===== config.mk =====
export PLATFORM = sky130hd
export DESIGN_NAME = aud_recorder
export DESIGN_NICKNAME = d
export VERILOG_FILES = /design/src/aud_pkg.sv /design/src/aud_recorder.sv
export SDC_FILE = /design/constraint.sdc
export NUM_CORES = 1
export LEC_CHECK = 0
export BUFFER_PORTS_ARGS = -buffer_cell sky130_fd_sc_hd__buf_2
export CAP_MARGIN = 20
export CELL_PAD_IN_SITES_DETAIL_PLACEMENT = 0
export CELL_PAD_IN_SITES_GLOBAL_PLACEMENT = 2
export CORE_ASPECT_RATIO = 0.75
export CORE_UTILIZATION = 34
export CTS_CLUSTER_SIZE = 30
export DETAILED_ROUTE_END_ITERATION = 6
export GPL_ROUTABILITY_DRIVEN = 0
export PLACE_DENSITY = 0.74
export SLEW_MARGIN = 20
export SYNTH_ARGS = -nofsm -noshare
export SYNTH_HDL_FRONTEND = slang
export SYNTH_SLANG_ARGS = --single-unit

===== constraint.sdc =====
create_clock -name i_clk_100k -period 2.05 [get_ports i_clk_100k]
set_clock_uncertainty 0.2 [all_clocks]
set_input_delay 0.41 -clock i_clk_100k [delete_from_list [all_inputs] [get_ports i_clk_100k]]
set_output_delay 0.41 -clock i_clk_100k [all_outputs]
set_load 0.05 [all_outputs]

===== src/aud_pkg.sv =====
package aud_pkg;

	// serial word length on both the ADC and the DAC side
	localparam int SAMPLE_W = 16;

	// one signed audio sample
	typedef logic signed [SAMPLE_W-1:0] sample_t;

	// sample memory address of up to 64k entries
	typedef logic [15:0] addr_t;

	// volume level
	// 7 passes the sample through and each step down halves it once more
	typedef logic [2:0] vol_t;

	// one write into the sample memory
	typedef struct packed {
		logic    en;
		addr_t   addr;
		sample_t data;
	} mem_wr_t;

	// controller states
	// code 0 is left unused
	typedef enum logic [2:0] {
		ST_IDLE       = 3'd1,
		ST_REC        = 3'd2,
		ST_REC_PAUSE  = 3'd3,
		ST_PLAY       = 3'd4,
		ST_PLAY_PAUSE = 3'd5
	} ctrl_state_t;

endpackage

===== src/aud_recorder.sv =====
`timescale 1ns/1ps

module aud_recorder (
	input  logic             i_clk_100k,
	input  logic             i_rst_n,
	input  logic             i_bclk,
	input  logic             i_adclrck,
	input  logic             i_adcdat,
	output aud_pkg::sample_t o_sample,
	output logic             o_sample_stb
);
	import aud_pkg::*;

	localparam int CNT_W = $clog2(SAMPLE_W);

	logic             bclk_q;
	logic             lrck_q;
	logic             bclk_rise;
	logic             lrck_fall;
	logic             active_q;
	logic             shift_en;
	logic [CNT_W-1:0] bit_cnt_q;
	sample_t          shift_q;

	// edges of the codec clocks, seen one system cycle late
	assign bclk_rise = i_bclk & ~bclk_q;
	assign lrck_fall = ~i_adclrck & lrck_q;

	// left word only, the right half of the frame is ignored
	assign shift_en = active_q & bclk_rise & ~lrck_fall;

	always_ff @(posedge i_clk_100k or negedge i_rst_n) begin
		if (!i_rst_n) begin
			bclk_q       <= 1'b0;
			lrck_q       <= 1'b0;
			active_q     <= 1'b0;
			bit_cnt_q    <= '0;
			o_sample_stb <= 1'b0;
		end else begin
			bclk_q       <= i_bclk;
			lrck_q       <= i_adclrck;
			o_sample_stb <= 1'b0;
			if (lrck_fall) begin
				// new left word starts
				active_q  <= 1'b1;
				bit_cnt_q <= '0;
			end else if (shift_en) begin
				bit_cnt_q <= bit_cnt_q + 1'b1;
				if (bit_cnt_q == CNT_W'(SAMPLE_W - 1)) begin
					// last bit in, word is complete
					active_q     <= 1'b0;
					o_sample_stb <= 1'b1;
				end
			end
		end
	end

	// msb arrives first
	always_ff @(posedge i_clk_100k) begin
		if (shift_en) begin
			shift_q <= {shift_q[SAMPLE_W-2:0], i_adcdat};
		end
	end

	// word stays put until the next left frame begins shifting
	assign o_sample = shift_q;

endmodule


==> run_summary.xml, run 1 <==
<?xml version="1.0" encoding="UTF-8"?>
<metrics>
  <group name="run_status">
    <metric name="status" unit="">complete, no violations</metric>
  </group>
  <group name="pwr">
    <metric name="vdd_drop_max" unit="mV">0.465</metric>
    <metric name="total_power_per_unit_cell_area" unit="nW/um2">842</metric>
    <metric name="p_leak" unit="nW">0.420</metric>
  </group>
  <group name="floorplanning">
    <metric name="coreArea" unit="um2">2290</metric>
    <metric name="dieArea" unit="um2">2610</metric>
    <metric name="starting_density_of_the_core" unit="%">35.8</metric>
    <metric name="floorplan.io_pins" unit="">22</metric>
    <metric name="die_width" unit="um">58.7</metric>
    <metric name="die_height" unit="um">44.5</metric>
    <metric name="floorplan.rows" unit="">15</metric>
  </group>
  <group name="routing">
    <metric name="wl_per_cell" unit="um">11.2</metric>
    <metric name="via_count" unit="">451</metric>
    <metric name="wl" unit="um">1180</metric>
    <metric name="detailedRoute.firstIterationViolations" unit="">5</metric>
    <metric name="vias_per_cell" unit="">4.25</metric>
    <metric name="dr.pass1.iters" unit="">2</metric>
    <metric name="remaining_drc_errors" unit="">0</metric>
    <metric name="ant_nets" unit="">0</metric>
  </group>
  <group name="setup_path">
    <metric name="critical_path.endpoint_type" unit="">primary output</metric>
    <metric name="critPathLaunchType" unit="">register</metric>
    <metric name="reg2reg_from" unit="">bclk_q</metric>
    <metric name="timing.setup.critical_path_class" unit="">reg2out</metric>
    <metric name="critical_path_peak_fanout" unit="">2</metric>
    <metric name="worst-r2r-cell-count" unit="">3</metric>
    <metric name="required" unit="ns">1.44</metric>
    <metric name="worst-path-stages" unit="">1</metric>
    <metric name="rrSetupSlack" unit="ns">0.60</metric>
    <metric name="worst_path_max_delay_cell" unit="">edfxtp_1</metric>
    <metric name="worst-endpoint-arrival" unit="ns">1.00</metric>
    <metric name="timing.critical_path.cells" unit="">buf_2</metric>
    <metric name="critPathBufInv" unit="">1</metric>
    <metric name="critical_path.endpoint" unit="">o_sample[9]</metric>
    <metric name="slowest_delay" unit="ns">0.41</metric>
    <metric name="critical_path.top_delay_family" unit="">flip-flops</metric>
    <metric name="crit-reg2reg-capture" unit="">o_sample[10]</metric>
    <metric name="startpoint" unit="">o_sample[9]</metric>
  </group>
  <group name="synth">
    <metric name="ys_seq_elements" unit="">24</metric>
    <metric name="syn_area_per_cell" unit="um2">18.6</metric>
    <metric name="netlist.area_leader.share" unit="%">58.6</metric>
    <metric name="ys_warn_count" unit="">0</metric>
    <metric name="netlist_area" unit="um2">820</metric>
    <metric name="syn-num-nets" unit="">50</metric>
    <metric name="number_of_distinct_library_cells_after_synthesis" unit="">15</metric>
    <metric name="synth_area_leaders" unit="">edfxtp_1 59%, dfrtp_1 24%, nand3b_4 2.4%, xor2_1 2.1%, nor2_1 1.8%</metric>
    <metric name="synth_seq_area_share" unit="%">83.1</metric>
    <metric name="netlist.top_cell.by_area" unit="">edfxtp_1</metric>
    <metric name="synth_cells" unit="">44</metric>
  </group>
  <group name="global_route">
    <metric name="grt_pass1_wl" unit="um">1890</metric>
    <metric name="vias_in_the_first_global_route" unit="">406</metric>
    <metric name="grt_start_max_net_pins" unit="">17</metric>
    <metric name="grt-ovfl-total" unit="">0</metric>
    <metric name="antenna_found_initial" unit="">0</metric>
    <metric name="grtUsageTotal" unit="%">10.4</metric>
  </group>
  <group name="sta">
    <metric name="max_slew.worst_pin.slew" unit="ns">0.250</metric>
    <metric name="achievable-frequency" unit="MHz">623</metric>
    <metric name="setup_viol" unit="">0</metric>
    <metric name="grt_setup_unrepaired" unit="">no</metric>
    <metric name="final_hold_viol_count" unit="">0</metric>
    <metric name="final_min_period" unit="ns">1.61</metric>
    <metric name="holdWs" unit="ns">0.0277</metric>
    <metric name="setup_total_negative_slack" unit="ns">0</metric>
    <metric name="max_slew_margin" unit="%">83.5</metric>
    <metric name="final-max-slew-violation-count" unit="">0</metric>
    <metric name="timing.final.crit_share" unit="%">78.3</metric>
  </group>
  <group name="cells_and_area">
    <metric name="antenna-diode-count" unit="">0</metric>
    <metric name="flow.area_growth_from_synthesis" unit="%">24.3</metric>
    <metric name="final_cell_mix" unit="">21 x buf_2, 16 x edfxtp_1, 8 x dfrtp_1, 4 x nor2_1, 3 x clkbuf_4</metric>
    <metric name="mostFrequentLayoutCell" unit="">buf_2</metric>
    <metric name="nets" unit="">79</metric>
    <metric name="drive_gt1_share" unit="%">37.5</metric>
  </group>
  <group name="hold_path">
    <metric name="holdCritPathClass" unit="">in2reg</metric>
    <metric name="holdPathStages" unit="">1</metric>
  </group>
  <group name="clock_tree">
    <metric name="number_of_buffers_added_by_the_clock_tree_synthesis_step" unit="">3</metric>
    <metric name="ctsLongestPathBuffers" unit="">2</metric>
    <metric name="htree_levels" unit="">1</metric>
    <metric name="cts-hold-fix-buffers" unit="">1</metric>
    <metric name="cts.sinks" unit="">24</metric>
    <metric name="clock-root-buffer" unit="">clkbuf_4</metric>
    <metric name="clk_pin_slew" unit="ns">0.12</metric>
    <metric name="cts_tree" unit="">yes</metric>
    <metric name="clk-insertion-delay-late" unit="ns">0.30</metric>
    <metric name="post-cts-setup-buffers" unit="">0</metric>
    <metric name="cts-resized-gates" unit="">0</metric>
  </group>
  <group name="placed_design">
    <metric name="buffer_ports.inserted" unit="">21</metric>
    <metric name="place.detailed.hpwl" unit="um">851</metric>
  </group>
  <group name="flow_run">
    <metric name="number_of_violations_of_the_max_capacitance_limit" unit="">0</metric>
  </group>
</metrics>
registers in the layout, indices dropped and copies added (netlist names):
signal / flops
active_q: 1
bclk_q: 1
o_sample: 16
bit_cnt_q: 4
o_sample_stb: 1
lrck_q: 1
cells in the mapped netlist:
cell type  number
o21ai_0         2
nor2b_1         1
or3_1           1
edfxtp_1       16
nand2b_1        2
a21oi_1         1
mux2i_1         1
nand3_1         2
xor2_1          2
nand3b_4        1
ha_1            1
nor3_1          1
nand4b_1        1
dfrtp_1         8
nor2_1          4
final cells by class:
type | count | area (um2)
fillers | 216 | 1270
flip-flops and latches | 24 | 681
multi-input cells | 20 | 139
repair buffers | 24 | 130
well taps | 34 | 42.5
clock buffers | 3 | 22.5
clock inverters | 1 | 3.75
where the power goes:
part	total (mW)	internal, mW	switching (mW)
logic	0.0990	0.0297	0.0694
clock network	0.197	0.0709	0.126
registers	0.561	0.545	0.0164
cells by family after synthesis:
group	after synthesis	share of synthesized area, %
muxes	1	1.22
adders and majority gates	1	1.53
xor gates and xnor gates	2	2.14
and+or+nand+nor	13	10.2
AOI/OAI and AO/OA	3	1.83
DFF	24	83.1
stage by stage:
stage	instance area [um2]	cells	util [%]	setup slack [ns]	total power, mW
floorplan	820	44	-	0.208	0.639
global placement	982	101	42.9	0.545	0.668
detailed placement	982	101	42.9	0.516	0.671
CTS	1020	106	44.5	0.429	0.867
global route	1020	106	44.5	0.387	0.903
finish	1020	106	44.5	0.444	0.857
worst min path at each step:
stage | from | to
4_1_cts | i_adclrck | lrck_q
5_1_grt | i_adclrck | lrck_q
3_3_place_gp | i_rst_n | lrck_q
3_5_place_dp | i_rst_n | lrck_q
6_report | i_adclrck | lrck_q
2_1_floorplan | i_rst_n | active_q
per-layer routing:
metal / GRT usage, % / wire, um
met3: 6.14 / 55
met5: 0 / 0
met4: 0 / 0
met1: 14.3 / 610
met2: 15.2 / 517
Note: power is estimated with default switching activity, not from simulation.
==> run 2, diff against run 1 <==
--- a/config.mk
+++ b/config.mk
@@ -10,11 +10,11 @@
 export CELL_PAD_IN_SITES_DETAIL_PLACEMENT = 0
 export CELL_PAD_IN_SITES_GLOBAL_PLACEMENT = 2
 export CORE_ASPECT_RATIO = 0.75
-export CORE_UTILIZATION = 34
+export CORE_UTILIZATION = 31
 export CTS_CLUSTER_SIZE = 30
 export DETAILED_ROUTE_END_ITERATION = 6
 export GPL_ROUTABILITY_DRIVEN = 0
-export PLACE_DENSITY = 0.74
+export PLACE_DENSITY = 0.72
 export SLEW_MARGIN = 20
 export SYNTH_ARGS = -nofsm -noshare
 export SYNTH_HDL_FRONTEND = slang
==> constraint.sdc (replaced) <==
create_clock -name i_clk_100k -period 1.4 [get_ports i_clk_100k]
set_clock_uncertainty 0.2 [all_clocks]
set_input_delay 0.28 -clock i_clk_100k [delete_from_list [all_inputs] [get_ports i_clk_100k]]
set_output_delay 0.28 -clock i_clk_100k [all_outputs]
set_load 0.05 [all_outputs]
==> run 2 against run 1 <==
The flow now finishes with violations (negative setup slack). Non-clock buffer count is 16 higher. Global-route usage is 1.3 points higher. Design area is 28% higher. Hold slack better by 0.098 ns. Utilization is 9.9 points higher. Clock power is 150% higher. Critical path depth stayed put. Combinational power is 100% higher. Count of clock-buffer cells in the layout stayed put. Largest power group unchanged.
==> run_summary.xml, run 2 (synthesized netlist as in run 1, its figures left out) <==
<?xml version="1.0" encoding="UTF-8"?>
<metrics>
  <group name="run_status">
    <metric name="status" unit="">finished with violations</metric>
    <metric name="violations" unit="">negative setup slack</metric>
  </group>
  <group name="pwr">
    <metric name="power.combinational.fraction" unit="%">13.2</metric>
    <metric name="design_power_total" unit="mW">1.52</metric>
    <metric name="swShare" unit="%">22.3</metric>
    <metric name="p_clk_share" unit="%">32.3</metric>
    <metric name="total_power_per_unit_cell_area" unit="nW/um2">1160</metric>
    <metric name="p_int" unit="mW">1.18</metric>
    <metric name="netSwitchingPower" unit="mW">0.338</metric>
    <metric name="vdd_drop_max" unit="mV">0.738</metric>
    <metric name="pwr-share-seq" unit="%">54.5</metric>
    <metric name="p_leak" unit="nW">0.546</metric>
  </group>
  <group name="flow_run">
    <metric name="number_of_violations_of_the_max_capacitance_limit" unit="">0</metric>
  </group>
  <group name="setup_path">
    <metric name="critical_path.endpoint_type" unit="">primary output</metric>
    <metric name="critical_path.endpoint" unit="">o_sample[0]</metric>
    <metric name="critical_path_peak_fanout" unit="">2</metric>
    <metric name="startpoint" unit="">o_sample[0]</metric>
    <metric name="worst-endpoint-arrival" unit="ns">0.93</metric>
    <metric name="reg2reg_from" unit="">bclk_q</metric>
    <metric name="required" unit="ns">0.92</metric>
    <metric name="worst-path-stages" unit="">1</metric>
    <metric name="timing.critical_path.cells" unit="">buf_6</metric>
    <metric name="critical_path.top_delay_family" unit="">flip-flops</metric>
    <metric name="worst-r2r-cell-count" unit="">3</metric>
    <metric name="critPathLaunchType" unit="">register</metric>
    <metric name="slowest_delay" unit="ns">0.45</metric>
    <metric name="critPathBufInv" unit="">1</metric>
    <metric name="timing.setup.critical_path_class" unit="">reg2out</metric>
    <metric name="worst_path_max_delay_cell" unit="">edfxtp_1</metric>
    <metric name="crit-reg2reg-capture" unit="">o_sample[1]</metric>
    <metric name="rrSetupSlack" unit="ns">0.03</metric>
  </group>
  <group name="cells_and_area">
    <metric name="final_instance_count_excl_fillers" unit="">122</metric>
    <metric name="mostFrequentLayoutCell" unit="">buf_6</metric>
    <metric name="drive_gt1_share" unit="%">50.0</metric>
    <metric name="flow.area_growth_from_synthesis" unit="%">59.5</metric>
    <metric name="multi_input_gate_area" unit="um2">155</metric>
    <metric name="final_cell_mix" unit="">17 x buf_6, 16 x edfxtp_1, 14 x buf_4, 8 x dfrtp_1</metric>
    <metric name="layout.core_utilization" unit="%">54.4</metric>
    <metric name="layout.area.seq" unit="um2">681</metric>
    <metric name="largest_reg_flops" unit="">16</metric>
    <metric name="filler_cell_count" unit="">226</metric>
    <metric name="antenna-diode-count" unit="">0</metric>
    <metric name="nets" unit="">95</metric>
  </group>
  <group name="placed_design">
    <metric name="dp.cells" unit="">101</metric>
    <metric name="place.detailed.hpwl" unit="um">931</metric>
    <metric name="buffer_ports.inserted" unit="">21</metric>
  </group>
  <group name="global_route">
    <metric name="grt-ovfl-total" unit="">0</metric>
    <metric name="global_route.peak_usage_layer" unit="">met2</metric>
    <metric name="vias_in_the_first_global_route" unit="">492</metric>
    <metric name="groute.layer.met3.usage" unit="%">5.90</metric>
    <metric name="grtUsageTotal" unit="%">11.7</metric>
    <metric name="grt_util_met1" unit="%">15.0</metric>
    <metric name="grt.met2_usage" unit="%">17.6</metric>
    <metric name="grt_start_max_net_pins" unit="">17</metric>
    <metric name="grt_pass1_wl" unit="um">2190</metric>
    <metric name="antenna_found_initial" unit="">0</metric>
  </group>
  <group name="clock_tree">
    <metric name="htree_levels" unit="">1</metric>
    <metric name="cts.sinks" unit="">24</metric>
    <metric name="ctsLongestPathBuffers" unit="">2</metric>
    <metric name="number_of_buffers_added_by_the_clock_tree_synthesis_step" unit="">3</metric>
    <metric name="clk_pin_slew" unit="ns">0.13</metric>
    <metric name="clk-insertion-delay-late" unit="ns">0.31</metric>
    <metric name="clock-root-buffer" unit="">clkbuf_4</metric>
    <metric name="cts_tree" unit="">yes</metric>
  </group>
  <group name="sta">
    <metric name="final_min_period" unit="ns">1.41</metric>
    <metric name="setup_viol" unit="">3</metric>
    <metric name="max_slew_margin" unit="%">83.3</metric>
    <metric name="final_hold_viol_count" unit="">0</metric>
    <metric name="setup_total_negative_slack" unit="ns">-0.0151</metric>
    <metric name="max_slew.worst_pin.slew" unit="ns">0.250</metric>
    <metric name="holdWs" unit="ns">0.126</metric>
    <metric name="fin_ws" unit="ns">-0.0123</metric>
    <metric name="timing.final.crit_share" unit="%">101</metric>
    <metric name="achievable-frequency" unit="MHz">708</metric>
    <metric name="final-max-slew-violation-count" unit="">0</metric>
    <metric name="grt_setup_unrepaired" unit="">yes</metric>
  </group>
  <group name="routing">
    <metric name="wl" unit="um">1520</metric>
    <metric name="ant_nets" unit="">0</metric>
    <metric name="via_count" unit="">509</metric>
    <metric name="dr.pass1.iters" unit="">4</metric>
    <metric name="detailedRoute.firstIterationViolations" unit="">5</metric>
    <metric name="vias_per_cell" unit="">4.17</metric>
    <metric name="remaining_drc_errors" unit="">0</metric>
    <metric name="wl_per_cell" unit="um">12.4</metric>
  </group>
  <group name="floorplanning">
    <metric name="coreArea" unit="um2">2400</metric>
    <metric name="dieArea" unit="um2">2860</metric>
    <metric name="die_height" unit="um">46.5</metric>
    <metric name="starting_density_of_the_core" unit="%">34.1</metric>
    <metric name="floorplan.io_pins" unit="">22</metric>
    <metric name="die_width" unit="um">61.4</metric>
    <metric name="floorplan.rows" unit="">15</metric>
  </group>
  <group name="hold_path">
    <metric name="holdCritPathClass" unit="">in2async</metric>
  </group>
</metrics>
## run 2: cell count changes in the layout (fill, tap and decap cells not counted), moves of 3 or more
cell / change
dlygate4sd3_1: +3
buf_6: +17
buf_2: -17
buf_4: +12
## run 2: cell type report
cell class | instances | share of cell area, %
flip-flops and latches | 24 | 52.1
repair buffers | 40 | 28.8
multi-input cells | 20 | 11.9
well taps | 34 | 3.25
clock inverters | 1 | 2.30
clock buffers | 3 | 1.72
## run 2: how the worst min path moves through the flow
| stage | start | endpoint | slack, ns | cells after the start |
|---|---|---|---|---|
| after floorplan | i_rst_n | active_q | -0.22 | 0 |
| after CTS | i_bclk | o_sample_stb | 0.11 | 3 |
| after detailed placement | i_rst_n | active_q | -0.06 | 1 |
| final | i_rst_n | bclk_q | 0.13 | 2 |
| after global placement | i_rst_n | active_q | -0.06 | 1 |
| after global routing | i_rst_n | o_sample_stb | 0.13 | 2 |
## run 2: metal layers
layer	wire (um)	share of wire [%]
met1	707	47
met2	725	48
met3	85	5.6
met4	0	0
met5	0	0
## run 2: what timing repair did
action	CTS	global route
hold buffers	4	0
hold endpoints to repair	11	0
endpoints found under the setup margin	15	34
gates resized for setup	30	8
pin swaps	0	1
setup buffers	7	6
## run 2: per-stage QoR
step	area [um2]	setup WS, ns
6_report	1310	-0.0123
5_1_grt	1310	-0.0495
4_1_cts	1240	-0.0222
3_5_place_dp	1000	0.0289
3_3_place_gp	1000	0.0689
2_1_floorplan	827	0.00979
## run 2: power groups by stage
stage                     Sequential, mW  Combinational, mW  Clock [mW]
final                              0.826              0.200       0.489
after CTS                          0.826              0.189       0.503
after detailed placement           0.838              0.153           0
after global routing               0.832              0.216       0.526
after floorplan                    0.891             0.0471           0
after global placement             0.837              0.150           0
==> run 3, diff against run 2 <==
--- a/config.mk
+++ b/config.mk
@@ -9,13 +9,12 @@
 export CAP_MARGIN = 20
 export CELL_PAD_IN_SITES_DETAIL_PLACEMENT = 0
 export CELL_PAD_IN_SITES_GLOBAL_PLACEMENT = 2
-export CORE_ASPECT_RATIO = 0.75
+export CORE_ASPECT_RATIO = 0.7
 export CORE_UTILIZATION = 31
 export CTS_CLUSTER_SIZE = 30
 export DETAILED_ROUTE_END_ITERATION = 6
 export GPL_ROUTABILITY_DRIVEN = 0
 export PLACE_DENSITY = 0.72
-export SLEW_MARGIN = 20
 export SYNTH_ARGS = -nofsm -noshare
 export SYNTH_HDL_FRONTEND = slang
 export SYNTH_SLANG_ARGS = --single-unit
==> run 3 against run 2 <==
The flow now finishes without violations. First-iteration DRC count increased by 20%. Die area about the same. Combinational power decreased by 17%. Critical path depth unchanged. Largest cell class unchanged. Largest power group unchanged.
==> run_summary.xml, run 3 (synthesized netlist as in run 1, its figures left out) <==
<?xml version="1.0" encoding="UTF-8"?>
<metrics>
  <group name="run_status">
    <metric name="status" unit="">complete, no violations</metric>
  </group>
  <group name="setup_path">
    <metric name="worst-r2r-cell-count" unit="">3</metric>
    <metric name="worst_path_max_delay_cell" unit="">edfxtp_1</metric>
    <metric name="critical_path.endpoint_type" unit="">primary output</metric>
    <metric name="critPathBufInv" unit="">1</metric>
    <metric name="critical_path.top_delay_family" unit="">flip-flops</metric>
    <metric name="worst-endpoint-arrival" unit="ns">0.87</metric>
    <metric name="critical_path_peak_fanout" unit="">2</metric>
    <metric name="rrSetupSlack" unit="ns">0.06</metric>
    <metric name="slowest_delay" unit="ns">0.39</metric>
    <metric name="critPathLaunchType" unit="">register</metric>
    <metric name="reg2reg_from" unit="">bclk_q</metric>
    <metric name="timing.critical_path.cells" unit="">buf_2</metric>
    <metric name="timing.setup.critical_path_class" unit="">reg2out</metric>
    <metric name="crit-reg2reg-capture" unit="">o_sample[14]</metric>
    <metric name="required" unit="ns">0.92</metric>
  </group>
  <group name="sta">
    <metric name="final_hold_viol_count" unit="">0</metric>
    <metric name="grt_setup_unrepaired" unit="">no</metric>
    <metric name="max_slew.worst_pin.slew" unit="ns">0.248</metric>
    <metric name="fin_ws" unit="ns">0.0475</metric>
    <metric name="final-max-slew-violation-count" unit="">0</metric>
    <metric name="setup_viol" unit="">0</metric>
    <metric name="final_min_period" unit="ns">1.35</metric>
    <metric name="max_slew_margin" unit="%">83.4</metric>
    <metric name="achievable-frequency" unit="MHz">739</metric>
    <metric name="setup_total_negative_slack" unit="ns">0</metric>
    <metric name="timing.final.crit_share" unit="%">96.6</metric>
  </group>
  <group name="global_route">
    <metric name="grt-ovfl-total" unit="">0</metric>
    <metric name="grt_pass1_wl" unit="um">1810</metric>
    <metric name="vias_in_the_first_global_route" unit="">362</metric>
    <metric name="grt_start_max_net_pins" unit="">17</metric>
    <metric name="grtUsageTotal" unit="%">9.42</metric>
    <metric name="antenna_found_initial" unit="">0</metric>
  </group>
  <group name="floorplanning">
    <metric name="dieArea" unit="um2">2860</metric>
    <metric name="floorplan.rows" unit="">15</metric>
    <metric name="coreArea" unit="um2">2480</metric>
    <metric name="floorplan.io_pins" unit="">22</metric>
    <metric name="die_height" unit="um">45.0</metric>
    <metric name="starting_density_of_the_core" unit="%">33.1</metric>
    <metric name="die_width" unit="um">63.5</metric>
  </group>
  <group name="pwr">
    <metric name="vdd_drop_max" unit="mV">0.596</metric>
    <metric name="design_power_total" unit="mW">1.43</metric>
    <metric name="total_power_per_unit_cell_area" unit="nW/um2">1260</metric>
    <metric name="p_leak" unit="nW">0.466</metric>
  </group>
  <group name="placed_design">
    <metric name="place.detailed.hpwl" unit="um">780</metric>
    <metric name="dp.cells" unit="">101</metric>
    <metric name="dp_slack" unit="ns">0.0535</metric>
    <metric name="buffer_ports.inserted" unit="">21</metric>
  </group>
  <group name="hold_path">
    <metric name="holdCritPathClass" unit="">in2async</metric>
  </group>
  <group name="cells_and_area">
    <metric name="largest_reg_flops" unit="">16</metric>
    <metric name="drive_gt1_share" unit="%">42.9</metric>
    <metric name="final_cell_mix" unit="">16 x edfxtp_1, 14 x buf_2, 10 x buf_4, 8 x dfrtp_1</metric>
    <metric name="layout.core_utilization" unit="%">46.0</metric>
    <metric name="antenna-diode-count" unit="">0</metric>
    <metric name="final_instance_count_excl_fillers" unit="">111</metric>
    <metric name="mostFrequentLayoutCell" unit="">edfxtp_1</metric>
    <metric name="flow.area_growth_from_synthesis" unit="%">38.9</metric>
    <metric name="nets" unit="">84</metric>
  </group>
  <group name="routing">
    <metric name="remaining_drc_errors" unit="">0</metric>
    <metric name="detailedRoute.firstIterationViolations" unit="">6</metric>
    <metric name="wl" unit="um">1190</metric>
    <metric name="met2_wirelength" unit="um">502</metric>
    <metric name="dr.pass1.iters" unit="">2</metric>
    <metric name="wl_met1" unit="um">586</metric>
    <metric name="top_layer_used_by_detailed_routing" unit="">met4</metric>
    <metric name="vias_per_cell" unit="">4.16</metric>
    <metric name="wl_per_cell" unit="um">10.7</metric>
    <metric name="routed-wl-met3" unit="um">82</metric>
    <metric name="ant_nets" unit="">0</metric>
    <metric name="via_count" unit="">462</metric>
  </group>
  <group name="clock_tree">
    <metric name="htree_levels" unit="">1</metric>
    <metric name="cts.sinks" unit="">24</metric>
    <metric name="ctsLongestPathBuffers" unit="">2</metric>
    <metric name="clock-root-buffer" unit="">clkbuf_8</metric>
    <metric name="clk_pin_slew" unit="ns">0.08</metric>
    <metric name="cts_tree" unit="">yes</metric>
    <metric name="number_of_buffers_added_by_the_clock_tree_synthesis_step" unit="">3</metric>
    <metric name="clk-insertion-delay-late" unit="ns">0.25</metric>
  </group>
  <group name="flow_run">
    <metric name="number_of_violations_of_the_max_capacitance_limit" unit="">0</metric>
  </group>
</metrics>
## run 3: cell count changes in the layout (fill, tap and decap cells not counted)
cell       previous run  this run
buf_4                14        10
buf_6                17         0
bufinv_16             1         0
clkbuf_4              3         0
clkbuf_8              0         4
buf_2                 4        14
## run 3: worst max-delay path by stage
stage | slack, ns | from | cells after the start | endpoint
5_1_grt | 0.0003 | o_sample[3] | 1 | o_sample[3]
4_1_cts | 0.03 | o_sample[0] | 1 | o_sample[0]
3_5_place_dp | 0.05 | bclk_q | 3 | o_sample[15]
2_1_floorplan | 0.01 | lrck_q | 2 | o_sample[0]
6_report | 0.05 | o_sample[1] | 1 | o_sample[1]
3_3_place_gp | 0.06 | bclk_q | 3 | o_sample[15]
## run 3: layout make-up
| cell class | instances | area (um2) |
|---|---|---|
| fill | 238 | 1340 |
| timing repair buffer | 29 | 205 |
| sequential | 24 | 681 |
| multi-input combinational | 20 | 155 |
| tap | 34 | 42.5 |
| clock buffer | 4 | 55.1 |
## run 3: routing by layer
layer | track usage (%) | up-vias
met4 | 5.45 | 0
li1 | - | 229
met3 | 4.55 | 2
met5 | 0 | -
met1 | 12.8 | 214
met2 | 12.1 | 17
## run 3: per-stage QoR
stage	hold slack [ns]	cell area (um2)
after floorplan	-0.216	827
after global placement	-0.0618	1000
after detailed placement	-0.0596	1000
after CTS	0.165	1100
after global routing	0.197	1140
final	0.186	1140
## run 3: worst reg2reg max path, delay by kind of cell (launching register included)
family / cells / cell delay (ns)
and+or+nand+nor: 2 / 0.32
buffers and inverters: 1 / 0.15
DFF: 1 / 0.38
## run 3: timing repair
item,in CTS,in global routing
gates resized for setup,0,16
buffers inserted,0,2
setup endpoints to repair,0,18
hold buffers,4,0
hold endpoints to repair,11,0
## run 3: power breakdown
group          total [mW]  internal [mW]  switching, mW
combinational       0.167         0.0619          0.105
sequential          0.822          0.798         0.0244
clock               0.443          0.250          0.193
